## src/common/soc_pkg.sv

```systemverilog
package soc_pkg;

   // host command opcodes, ascii 'W' and 'R'
   localparam logic [7:0] OP_WRITE = 8'h57;
   localparam logic [7:0] OP_READ = 8'h52;

   // write acknowledge, ascii 'K'
   localparam logic [7:0] REPLY_ACK = 8'h4B;

   // byte strobe towards the transmitter
   typedef struct packed {
      logic       valid;
      logic [7:0] data;
   } uart_byte_t;

   // received byte with its stop bit check
   typedef struct packed {
      logic       valid;
      logic [7:0] data;
      logic       frame_err;
   } rx_byte_t;

endpackage

```

## src/design/cmd_engine.sv

```systemverilog
`timescale 1ns/100ps

module cmd_engine #(
   parameter int MEM_ADDR_W = 4
) (
   input  logic                clk_i,
   input  logic                rst_n_i,
   input  logic                rst_i,
   input  soc_pkg::rx_byte_t   rx_byte_i,
   input  logic                tx_busy_i,
   output soc_pkg::uart_byte_t tx_req_o,
   output logic                trap_o
);

   localparam int MEM_DEPTH = 1 << MEM_ADDR_W;

   typedef enum logic [1:0] {
      ST_OPCODE,
      ST_ADDR,
      ST_DATA
   } cmd_state_t;

   cmd_state_t            state_q;
   cmd_state_t            state_d;
   logic                  is_wr_q;
   logic                  is_wr_d;
   logic [MEM_ADDR_W-1:0] addr_q;
   logic [MEM_ADDR_W-1:0] addr_d;
   logic [7:0]            mem [MEM_DEPTH];
   logic                  mem_we;
   logic                  push;
   logic [7:0]            push_data;
   logic                  err;
   logic                  overflow;
   logic                  pend_valid_q;
   logic [7:0]            pend_data_q;
   logic                  trap_q;

   always_comb begin
      state_d = state_q;
      is_wr_d = is_wr_q;
      addr_d = addr_q;
      mem_we = 1'b0;
      push = 1'b0;
      push_data = soc_pkg::REPLY_ACK;
      err = 1'b0;
      if (rx_byte_i.valid) begin
         if (rx_byte_i.frame_err) begin
            err = 1'b1;
            state_d = ST_OPCODE;
         end else begin
            unique case (state_q)
               ST_OPCODE: begin
                  if (rx_byte_i.data == soc_pkg::OP_WRITE) begin
                     is_wr_d = 1'b1;
                     state_d = ST_ADDR;
                  end else if (rx_byte_i.data == soc_pkg::OP_READ) begin
                     is_wr_d = 1'b0;
                     state_d = ST_ADDR;
                  end else begin
                     err = 1'b1;
                  end
               end
               ST_ADDR: begin
                  state_d = ST_OPCODE;
                  if (int'(rx_byte_i.data) >= MEM_DEPTH) begin
                     err = 1'b1;
                  end else if (is_wr_q) begin
                     addr_d = rx_byte_i.data[MEM_ADDR_W-1:0];
                     state_d = ST_DATA;
                  end else begin
                     // read reply comes straight out of the array
                     push = 1'b1;
                     push_data = mem[rx_byte_i.data[MEM_ADDR_W-1:0]];
                  end
               end
               ST_DATA: begin
                  mem_we = 1'b1;
                  push = 1'b1;
                  state_d = ST_OPCODE;
               end
               default: state_d = ST_OPCODE;
            endcase
         end
      end
   end

   // pending slot can only take a new reply once the old one is leaving
   assign overflow = push && pend_valid_q && tx_busy_i;

   always_ff @(posedge clk_i or negedge rst_n_i) begin
      if (!rst_n_i) begin
         state_q <= ST_OPCODE;
         pend_valid_q <= 1'b0;
         trap_q <= 1'b0;
      end else if (rst_i) begin
         state_q <= ST_OPCODE;
         pend_valid_q <= 1'b0;
         trap_q <= 1'b0;
      end else begin
         state_q <= state_d;
         if (push && !overflow) begin
            pend_valid_q <= 1'b1;
         end else if (tx_req_o.valid) begin
            pend_valid_q <= 1'b0;
         end
         // sticky until the next reset
         if (err || overflow) begin
            trap_q <= 1'b1;
         end
      end
   end

   always_ff @(posedge clk_i) begin
      is_wr_q <= is_wr_d;
      addr_q <= addr_d;
      if (push && !overflow) begin
         pend_data_q <= push_data;
      end
      if (mem_we) begin
         mem[addr_q] <= rx_byte_i.data;
      end
   end

   assign tx_req_o.valid = pend_valid_q && !tx_busy_i;
   assign tx_req_o.data = pend_data_q;
   assign trap_o = trap_q;

   // host waits for each reply, so a second reply never piles up
   a_no_pending_overflow: assert property (
      @(posedge clk_i) disable iff (!rst_n_i || rst_i)
      !(push && pend_valid_q && tx_busy_i)
   ) else $error("reply pushed while pending reply still waiting");

endmodule

```

## src/design/reset_pulse_gen.sv

```systemverilog
`timescale 1ns/100ps

module reset_pulse_gen #(
   parameter int RST_START = 5,
   parameter int RST_DURATION = 10
) (
   input  logic clk_i,
   input  logic rst_n_i,
   input  logic start_i,
   output logic rst_o
);

   // reset stays high through the start delay and then the pulse itself
   localparam int TOTAL = RST_START + RST_DURATION;
   localparam int CNT_W = $clog2(TOTAL + 1);
   localparam logic [CNT_W-1:0] CNT_LAST = CNT_W'(TOTAL - 1);

   logic [CNT_W-1:0] cnt_q;
   logic             rst_q;

   // counter stops once the pulse is over, so it saturates at TOTAL
   always_ff @(posedge clk_i or negedge rst_n_i) begin
      if (!rst_n_i) begin
         cnt_q <= '0;
         rst_q <= 1'b1;
      end else if (!start_i) begin
         cnt_q <= '0;
         rst_q <= 1'b1;
      end else if (rst_q) begin
         cnt_q <= cnt_q + 1'b1;
         if (cnt_q == CNT_LAST) begin
            rst_q <= 1'b0;
         end
      end
   end

   assign rst_o = rst_q;

   // no second pulse without a new external reset
   a_rst_stays_low: assert property (
      @(posedge clk_i) disable iff (!rst_n_i)
      (!rst_o && start_i) |=> !rst_o
   ) else $error("internal reset reasserted without external reset");

endmodule

```

## src/design/reset_sync.sv

```systemverilog
`timescale 1ns/100ps

module reset_sync (
   input  logic clk_i,
   input  logic rst_n_i,
   output logic start_o
);

   logic [1:0] sync_q;

   // assert asynchronously, release on the second clock edge
   always_ff @(posedge clk_i or negedge rst_n_i) begin
      if (!rst_n_i) begin
         sync_q <= 2'b00;
      end else begin
         sync_q <= {sync_q[0], 1'b1};
      end
   end

   assign start_o = sync_q[1];

   // a reset seen at one edge must still hold start low at the next
   a_start_low_after_reset: assert property (
      @(posedge clk_i) !rst_n_i |=> !start_o
   ) else $error("start_o high in the cycle after reset");

endmodule

```

## src/design/soc_fpga_wrapper.sv

```systemverilog
`timescale 1ns/100ps

module soc_fpga_wrapper #(
   parameter int CLKS_PER_BIT = 8,
   parameter int MEM_ADDR_W = 4,
   parameter int RST_START = 5,
   parameter int RST_DURATION = 10
) (
   input  logic clk_i,
   input  logic rst_n_i,
   input  logic uart_rxd_i,
   output logic uart_txd_o,
   output logic trap_o
);

   logic                start;
   logic                rst;
   soc_pkg::rx_byte_t   rx_byte;
   soc_pkg::uart_byte_t tx_req;
   logic                tx_busy;

   reset_sync u_reset_sync (
      .clk_i  (clk_i),
      .rst_n_i(rst_n_i),
      .start_o(start)
   );

   // board reset pin may never be pressed, so a pulse is generated
   reset_pulse_gen #(
      .RST_START   (RST_START),
      .RST_DURATION(RST_DURATION)
   ) u_reset_pulse_gen (
      .clk_i  (clk_i),
      .rst_n_i(rst_n_i),
      .start_i(start),
      .rst_o  (rst)
   );

   uart_rx #(
      .CLKS_PER_BIT(CLKS_PER_BIT)
   ) u_uart_rx (
      .clk_i    (clk_i),
      .rst_n_i  (rst_n_i),
      .rst_i    (rst),
      .rxd_i    (uart_rxd_i),
      .rx_byte_o(rx_byte)
   );

   uart_tx #(
      .CLKS_PER_BIT(CLKS_PER_BIT)
   ) u_uart_tx (
      .clk_i   (clk_i),
      .rst_n_i (rst_n_i),
      .rst_i   (rst),
      .tx_req_i(tx_req),
      .busy_o  (tx_busy),
      .txd_o   (uart_txd_o)
   );

   cmd_engine #(
      .MEM_ADDR_W(MEM_ADDR_W)
   ) u_cmd_engine (
      .clk_i    (clk_i),
      .rst_n_i  (rst_n_i),
      .rst_i    (rst),
      .rx_byte_i(rx_byte),
      .tx_busy_i(tx_busy),
      .tx_req_o (tx_req),
      .trap_o   (trap_o)
   );

endmodule

```

## src/uart/uart_rx.sv

```systemverilog
`timescale 1ns/100ps

module uart_rx #(
   parameter int CLKS_PER_BIT = 8
) (
   input  logic              clk_i,
   input  logic              rst_n_i,
   input  logic              rst_i,
   input  logic              rxd_i,
   output soc_pkg::rx_byte_t rx_byte_o
);

   localparam int CNT_W = $clog2(CLKS_PER_BIT + 1);
   localparam logic [CNT_W-1:0] BIT_LAST = CNT_W'(CLKS_PER_BIT - 1);
   localparam logic [CNT_W-1:0] HALF_LAST = CNT_W'(CLKS_PER_BIT / 2 - 1);

   typedef enum logic [1:0] {
      ST_IDLE,
      ST_START,
      ST_DATA,
      ST_STOP
   } rx_state_t;

   rx_state_t        state_q;
   logic [1:0]       rxd_sync_q;
   logic             rxd_s;
   logic [CNT_W-1:0] cnt_q;
   logic [2:0]       bit_cnt_q;
   logic             bit_tick;
   logic             valid_q;
   logic [7:0]       shift_q;
   logic             ferr_q;

   assign rxd_s = rxd_sync_q[1];
   assign bit_tick = (cnt_q == BIT_LAST);

   always_ff @(posedge clk_i or negedge rst_n_i) begin
      if (!rst_n_i) begin
         rxd_sync_q <= 2'b11;
         state_q <= ST_IDLE;
         cnt_q <= '0;
         bit_cnt_q <= '0;
         valid_q <= 1'b0;
      end else if (rst_i) begin
         rxd_sync_q <= 2'b11;
         state_q <= ST_IDLE;
         cnt_q <= '0;
         bit_cnt_q <= '0;
         valid_q <= 1'b0;
      end else begin
         rxd_sync_q <= {rxd_sync_q[0], rxd_i};
         valid_q <= 1'b0;
         cnt_q <= cnt_q + 1'b1;
         unique case (state_q)
            ST_IDLE: begin
               cnt_q <= '0;
               if (!rxd_s) begin
                  state_q <= ST_START;
               end
            end
            ST_START: begin
               // recheck the line half a bit in, a glitch goes back to idle
               if (cnt_q == HALF_LAST) begin
                  cnt_q <= '0;
                  bit_cnt_q <= '0;
                  state_q <= rxd_s ? ST_IDLE : ST_DATA;
               end
            end
            ST_DATA: begin
               if (bit_tick) begin
                  cnt_q <= '0;
                  bit_cnt_q <= bit_cnt_q + 1'b1;
                  if (bit_cnt_q == 3'd7) begin
                     state_q <= ST_STOP;
                  end
               end
            end
            ST_STOP: begin
               // strobe lands in the middle of the stop bit
               if (bit_tick) begin
                  valid_q <= 1'b1;
                  state_q <= ST_IDLE;
               end
            end
            default: state_q <= ST_IDLE;
         endcase
      end
   end

   // data bits arrive lsb first
   always_ff @(posedge clk_i) begin
      if (state_q == ST_DATA && bit_tick) begin
         shift_q <= {rxd_s, shift_q[7:1]};
      end
      if (state_q == ST_STOP && bit_tick) begin
         ferr_q <= !rxd_s;
      end
   end

   assign rx_byte_o.valid = valid_q;
   assign rx_byte_o.data = shift_q;
   assign rx_byte_o.frame_err = ferr_q;

   a_valid_single_cycle: assert property (
      @(posedge clk_i) disable iff (!rst_n_i || rst_i)
      rx_byte_o.valid |=> !rx_byte_o.valid
   ) else $error("rx valid held for more than one cycle");

endmodule

```

## src/uart/uart_tx.sv

```systemverilog
`timescale 1ns/100ps

module uart_tx #(
   parameter int CLKS_PER_BIT = 8
) (
   input  logic                clk_i,
   input  logic                rst_n_i,
   input  logic                rst_i,
   input  soc_pkg::uart_byte_t tx_req_i,
   output logic                busy_o,
   output logic                txd_o
);

   localparam int CNT_W = $clog2(CLKS_PER_BIT + 1);
   localparam logic [CNT_W-1:0] BIT_LAST = CNT_W'(CLKS_PER_BIT - 1);

   logic [9:0]       frame_q;
   logic [CNT_W-1:0] cnt_q;
   logic [3:0]       bit_cnt_q;
   logic             busy_q;

   // frame_q[0] is the line, ones shift in behind the stop bit
   always_ff @(posedge clk_i or negedge rst_n_i) begin
      if (!rst_n_i) begin
         frame_q <= '1;
         cnt_q <= '0;
         bit_cnt_q <= '0;
         busy_q <= 1'b0;
      end else if (rst_i) begin
         frame_q <= '1;
         cnt_q <= '0;
         bit_cnt_q <= '0;
         busy_q <= 1'b0;
      end else if (!busy_q) begin
         if (tx_req_i.valid) begin
            frame_q <= {1'b1, tx_req_i.data, 1'b0};
            cnt_q <= '0;
            bit_cnt_q <= '0;
            busy_q <= 1'b1;
         end
      end else if (cnt_q == BIT_LAST) begin
         cnt_q <= '0;
         frame_q <= {1'b1, frame_q[9:1]};
         bit_cnt_q <= bit_cnt_q + 1'b1;
         // busy drops at the end of the stop bit
         if (bit_cnt_q == 4'd9) begin
            busy_q <= 1'b0;
         end
      end else begin
         cnt_q <= cnt_q + 1'b1;
      end
   end

   assign busy_o = busy_q;
   assign txd_o = frame_q[0];

   // the command engine holds replies back while a frame is on the line
   a_no_req_while_busy: assert property (
      @(posedge clk_i) disable iff (!rst_n_i || rst_i)
      tx_req_i.valid |-> !busy_o
   ) else $error("tx request while transmitter busy");

endmodule
```

## config.mk

```make
export PLATFORM = sky130hd
export DESIGN_NAME = soc_fpga_wrapper
export DESIGN_NICKNAME = d
export VERILOG_FILES = /design/src/common/soc_pkg.sv /design/src/design/cmd_engine.sv /design/src/design/reset_pulse_gen.sv /design/src/design/reset_sync.sv /design/src/design/soc_fpga_wrapper.sv /design/src/uart/uart_rx.sv /design/src/uart/uart_tx.sv
export SDC_FILE = /design/constraint.sdc
export NUM_CORES = 1
export LEC_CHECK = 0
export ABC_AREA = 1
export BUFFER_PORTS_ARGS = -buffer_cell sky130_fd_sc_hd__buf_2
export CAP_MARGIN = 20
export CELL_PAD_IN_SITES_DETAIL_PLACEMENT = 0
export CELL_PAD_IN_SITES_GLOBAL_PLACEMENT = 1
export CORE_MARGIN = 2
export CORE_UTILIZATION = 45
export CTS_CLUSTER_SIZE = 8
export DETAILED_ROUTE_END_ITERATION = 16
export GPL_ROUTABILITY_DRIVEN = 0
export MAX_ROUTING_LAYER = met4
export PLACE_DENSITY_LB_ADDON = 0.25
export SLEW_MARGIN = 25
export SYNTH_ARGS = -nofsm -noshare
export SYNTH_HDL_FRONTEND = slang
export SYNTH_HIERARCHICAL = 1
export SYNTH_SLANG_ARGS = --single-unit
```

## constraint.sdc

```tcl
create_clock -name clk_i -period 2.25 [get_ports clk_i]
set_input_delay 0.45 -clock clk_i [delete_from_list [all_inputs] [get_ports clk_i]]
set_output_delay 0.45 -clock clk_i [all_outputs]
set_load 0.05 [all_outputs]
```

==> results of run 1 <==
-- cell type report --
class | count | share of cell area
clock inverters | 12 | 0.0132
inverters | 67 | 0.0284
repair buffers | 35 | 0.0291
multi-input cells | 459 | 0.242
flip-flops and latches | 191 | 0.608
well taps | 229 | 0.0314
clock buffers | 19 | 0.0475
-- kinds of logic after synthesis --
kind of cell / count (synthesis) / share of synthesized area
buf+inv: 89 / 0.0530
simple gates: 371 / 0.195
other cells: 1 / 0.000458
compound gates: 73 / 0.0541
xor+xnor: 3 / 0.00321
flops: 191 / 0.677
fa+ha+maj: 11 / 0.0168
-- flip-flops by register name (all words and copies together) (netlist names), 3 cells and up --
register,flops
u_uart_tx/bit_cnt_q,4
u_uart_rx/shift_q,8
u_uart_tx/cnt_q,4
u_reset_pulse_gen/cnt_q,4
u_uart_rx/cnt_q,4
u_uart_tx/frame_q,9
u_cmd_engine/addr_q,4
u_cmd_engine/pend_data_q,8
u_uart_rx/bit_cnt_q,3
u_cmd_engine/mem,128
-- worst max-delay path, stage by stage (launching register included) --
cell	delay, ns
edfxtp_1	0.56
buf_4	0.33
nor2_1	0.14
nor2_1	0.04
o21ai_0	0.09
nand4_1	0.16
nand3_1	0.20
nand3_1	0.11
-- cell usage in the layout (no fill, tap or decap), drive strengths merged --
master,instances
nand3,47
clkinvlp,1
and3b,1
buf,35
clkinv,8
o211ai,4
o22ai,8
edfxtp,150
dfstp,12
a32o,1
a41oi,1
conb,1
o21ai,40
or2,9
dfrtp,29
nand3b,1
nor3,2
or3b,1
o211a,1
o21bai,1
nor2,104
a21oi,17
xor2,2
clkbuf,19
inv,68
xnor2,1
ha,11
nand4,17
bufinv,2
nand2,189
-- where the power goes --
part | switching, uW | leakage (uW) | total (uW) | internal (uW)
Clock | 1230 | 0.000269 | 2850 | 1620
Combinational | 21.2 | 0.00138 | 29.4 | 8.19
Sequential | 5.94 | 0.00188 | 3770 | 3770
Total | 1260 | 0.00353 | 6650 | 5400
-- worst paths after layout --
check | from | to | slack, ns | cells after the start
min in group clk_i | uart_rxd_i | u_uart_rx/rxd_sync_q[0]$_DFF_PN1_ | 0.23 | 2
worst max-delay path | u_uart_rx/shift_q[0]$_DFFE_PP_ | u_cmd_engine/pend_data_q[0]$_SDFFCE_PP1P_ | 0.34 | 7
worst min register to register | u_reset_sync/sync_q[0]$_DFF_PN0_ | u_reset_sync/sync_q[1]$_DFF_PN0_ | 0.36 | 0
worst min-delay path | rst_n_i | u_uart_tx/cnt_q[3]$_DFFE_PN0P_ | 0.11 | 1
worst max register to register | u_uart_rx/shift_q[0]$_DFFE_PP_ | u_cmd_engine/pend_data_q[0]$_SDFFCE_PP1P_ | 0.34 | 7
max in group asynchronous | rst_n_i | u_uart_tx/frame_q[2]$_DFFE_PN1P_ | 1.44 | 2
-- through the flow --
stage	total power (uW)	utilization	area (um2)
floorplan	3860	-	8190
global placement	3880	0.478	8560
detailed placement	3880	0.478	8560
CTS	6710	0.509	9110
global route	6870	0.509	9110
finish	6650	0.509	9110
-- routing by layer --
layer	vias up	GRT usage	wire length, um
met4	0	0.0574	261
met2	126	0.303	8470
li1	2553	-	-
met1	2580	0.244	7850
met5	-	-	0
met3	20	0.0352	641
==> results.json, run 1 <==
{
  "syn_nets": 753,
  "start_util": 0.457,
  "numClockSinks": 191,
  "layout.nets": 785,
  "ys_async_sr_fraction": 0.215,
  "cts_buffers": 17,
  "synth_top_area_frac": 0.550,
  "drive_gt1_frac": 0.142,
  "layout_worst_path_cycle_share": 0.847,
  "ys_seq_area_frac": 0.677,
  "routed-via-count": 5279,
  "synth_top_flop_cell": "edfxtp_1",
  "synthToLayoutAreaGrowth_pct": 11.4,
  "placed_cells": 981,
  "rsz0062_at_grt": "no",
  "grt_start_max_net_pins": 37,
  "min-delay-path-class": "in2async",
  "report.final.setup_viol": 0,
  "wire_per_inst_um": 17.0,
  "outcome": "complete, no violations",
  "worst_slack_ns": 0.345,
  "vias_per_cell": 5.22,
  "synth_area_leader_cell": "edfxtp_1",
  "synth-edff-count": 150,
  "first_global_vias": 5030,
  "n_fill_cell": 1582,
  "cts_root_buf": "clkbuf_16",
  "syn_inst": 739,
  "clock_skew_ns": 0.0112,
  "path_class": "reg2reg",
  "io-pin-count": 5,
  "worstMarginPinSlew_ns": 0.785,
  "crit_path_end_kind": "flip-flop",
  "hold_buffers": 0,
  "tns_ns": 0,
  "timing.final.crit_period_ns": 1.91,
  "drc": 0,
  "whs_ns": 0.110,
  "cts_resized": 0,
  "postSynthAreaPerCell_um2": 11.1,
  "yosysUniqueCellTypes": 37,
  "gr-total-overflow": 0,
  "ys_top_cells_by_area": "edfxtp_1, dfrtp_1, nand2_1",
  "required_ns": 2.41,
  "antennaDiodeCount": 0,
  "fin_cells": 1012,
  "power.leakage_uw": 0.00353,
  "regArea_um2": 5550,
  "start_kind": "flip-flop",
  "cts_tree": "yes",
  "hpwl_um": 11200,
  "ys_seq_elements": 191,
  "h-tree-depth": 4,
  "die_h_um": 139,
  "fp-row-count": 49,
  "first_pass_iters": 6,
  "max-vdd-ir-drop_mv": 0.473,
  "synth.top_cells.by_count": "nand2_1, edfxtp_1, nor2_1",
  "antenna_found_initial": 0,
  "grt_usage": 0.188,
  "clockBufferDepth": 2,
  "finalHoldViolations": 0,
  "yosysWarnings": 6,
  "syn_area_um2": 8190,
  "drv_slew": 0,
  "crit_fanout": 36,
  "path_clk_slew_ns": 0.07,
  "drtIter0Drc": 442,
  "postRouteAntennaNets": 0,
  "relSlewSlack": 0.476,
  "synth.most_common_cell": "nand2_1",
  "post_cts.repair.setup_buffers": 0,
  "multi_input_area_um2": 2210,
  "post-place-ws_ns": 0.316,
  "powerDensity_nw_per_um2": 730,
  "coreArea_um2": 17900,
  "fmax_ghz": 0.525,
  "io_buffers": 4,
  "grt_pass1_wl_um": 27000,
  "die_x_um": 139,
  "drv_cap": 0,
  "wirelength_um": 17200,
  "die_area_um2": 19300,
  "clkLatencyLatePin_ns": 0.42,
  "crit_arrival_ns": 2.07
}
Note: power is estimated with default switching activity, not from simulation.
==> run 2: changes to the inputs <==
clock period = 1.6 ns   (was 2.25 ns; I/O delays follow)
==> run 2 against run 1 <==
Against the previous run:
- the flow now finishes with violations (negative setup slack)
- cell count increased by 4.0%
- clock skew decreased by 0.0034 ns
- clock-buffer cell count decreased by 1
- core utilization increased by 4.2 points
- critical path depth decreased by 1
- critical path type unchanged
- worst hold slack got worse by 0.023 ns
- final area increased by 8.3%
==> results.json, run 2 (synthesis results as in run 1) <==
{
  "wire_per_inst_um": 17.1,
  "route.met2.wl_um": 9130,
  "cts_buffers": 17,
  "clkLatencyLatePin_ns": 0.43,
  "rsz0062_at_grt": "yes",
  "die_x_um": 139,
  "die_area_um2": 19300,
  "routed.top_layer": "met4",
  "h-tree-depth": 4,
  "routed-via-count": 5500,
  "io-pin-count": 5,
  "crit_fanout": 25,
  "whs_path_depth": 2,
  "first_global_vias": 5441,
  "coreArea_um2": 17900,
  "most-common-layout-cells": "nand2_1, edfxtp_1, nor2_1",
  "hpwl_um": 12100,
  "fin_cells": 1052,
  "first_pass_iters": 5,
  "cp.depth": 6,
  "start_kind": "flip-flop",
  "drc": 0,
  "fmax_ghz": 0.614,
  "n_fill_cell": 1533,
  "antennaDiodeCount": 0,
  "layout_worst_path_cycle_share": 1.02,
  "power.leakage_uw": 0.00383,
  "fp-row-count": 49,
  "min-delay-path-class": "in2reg",
  "powerDensity_nw_per_um2": 991,
  "grt_start_max_net_pins": 42,
  "synthToLayoutAreaGrowth_pct": 20.6,
  "path_buf_inv": 2,
  "violations": "negative setup slack",
  "antenna_found_initial": 0,
  "cts_tree": "yes",
  "final_common_cell": "nand2_1",
  "crit_top_cell": "nand3_1",
  "wl_met1_um": 7910,
  "regArea_um2": 5550,
  "max-vdd-ir-drop_mv": 0.718,
  "die_h_um": 139,
  "gr-total-overflow": 0,
  "drv_slew": 0,
  "multi_input_area_um2": 2430,
  "r2r_cells": 6,
  "crit_family": "simple AND/OR/NAND/NOR gates",
  "dpl-instance-area_um2": 8900,
  "final_area_um2": 9870,
  "clock_skew_ns": 0.00778,
  "tns_ns": -0.171,
  "clockBufferDepth": 2,
  "slowest_stage": "edfxtp_1",
  "cp_cell_sequence": "buf_6, inv_8, o21ai_0, nand4_1, nand3_1, nand3_1",
  "wl_met3_um": 769,
  "numClockSinks": 191,
  "drtIter0Drc": 457,
  "io_buffers": 4,
  "grt_usage": 0.201,
  "placed_cells": 1015,
  "path_clk_slew_ns": 0.07,
  "critical_path.max_stage_delay_ns": 0.38,
  "required_ns": 1.76,
  "crit_arrival_ns": 1.79,
  "regMostFlops": "u_cmd_engine/mem",
  "drive_gt1_frac": 0.241,
  "wirelength_um": 18000,
  "outcome": "complete, but fails checks",
  "crit_path_end_kind": "flip-flop",
  "layout.nets": 824,
  "grt_pass1_wl_um": 29100,
  "start_util": 0.457,
  "timing.final.crit_period_ns": 1.63,
  "reg_top3": "u_cmd_engine/mem x128, u_uart_tx/frame_q x9",
  "drv_cap": 0,
  "report.final.setup_viol": 11,
  "finalHoldViolations": 0,
  "vias_per_cell": 5.23,
  "postRouteAntennaNets": 0,
  "largest_register_ffs": 128,
  "path_class": "reg2reg",
  "cts_root_buf": "clkbuf_16",
  "worst_slack_ns": -0.0279
}
[run 2: changes by cell type in the layout (fill, tap and decap cells not counted), sizes merged]
cell,change
buf,+38
bufinv,+2
clkbuf,-1
clkinv,-2
clkinvlp,+1
dlygate4sd3,+1
inv,+1
[run 2: layer usage]
metal,track usage,vias to the layer above
met1,0.261,2722
met3,0.0414,19
li1,-,2641
met4,0.0574,0
met5,-,-
met2,0.323,118
[run 2: where the power goes]
part	switching (uW)	internal, uW	total, uW	leakage [uW]
Combinational	30.6	16.7	47.3	0.00166
Clock	1820	2620	4430	0.000297
Sequential	8.50	5300	5310	0.00188
[run 2: layout make-up]
cell class	instances	share of cell area
multi-input cells	459	0.246
repair buffers	74	0.0727
flip-flops and latches	191	0.562
clock inverters	14	0.0193
clock buffers	18	0.0435
well taps	229	0.0290
inverters	67	0.0275
[run 2: path summary, 6_finish.rpt]
check                           slack [ns]                             start                                   endpoint
worst max-delay path                 -0.03    u_uart_rx/shift_q[0]$_DFFE_PP_  u_cmd_engine/pend_data_q[3]$_SDFFCE_PP1P_
worst min-delay path                  0.09                        uart_rxd_i          u_uart_rx/rxd_sync_q[0]$_DFF_PN1_
worst max register to register       -0.03    u_uart_rx/shift_q[0]$_DFFE_PP_  u_cmd_engine/pend_data_q[3]$_SDFFCE_PP1P_
worst min register to register        0.36  u_reset_sync/sync_q[0]$_DFF_PN0_           u_reset_sync/sync_q[1]$_DFF_PN0_
max in group asynchronous             0.93                           rst_n_i          u_uart_rx/rxd_sync_q[0]$_DFF_PN1_
min in group asynchronous             0.40                           rst_n_i         u_uart_tx/bit_cnt_q[1]$_DFFE_PN0P_
[run 2: per-stage QoR]
| stage | power, uW | hold WS, ns | util | worst slack (ns) |
|---|---|---|---|---|
| 4_1_cts | 9890 | 0.0786 | 0.539 | -0.0252 |
| 3_5_place_dp | 5460 | 0.322 | 0.497 | -0.0865 |
| 3_3_place_gp | 5460 | 0.304 | 0.497 | -0.0638 |
| 5_1_grt | 10100 | 0.0780 | 0.552 | -0.0967 |
| 2_1_floorplan | 5420 | 0.0244 | - | -0.112 |
| 6_report | 9790 | 0.0868 | 0.552 | -0.0279 |
[run 2: repair_timing]
action                     CTS  global route
hold buffers                 1             0
setup buffers                5             1
hold endpoints to repair    29             0
setup endpoints to repair  127           157
gates resized for setup     20            67
pin swaps                    5            13
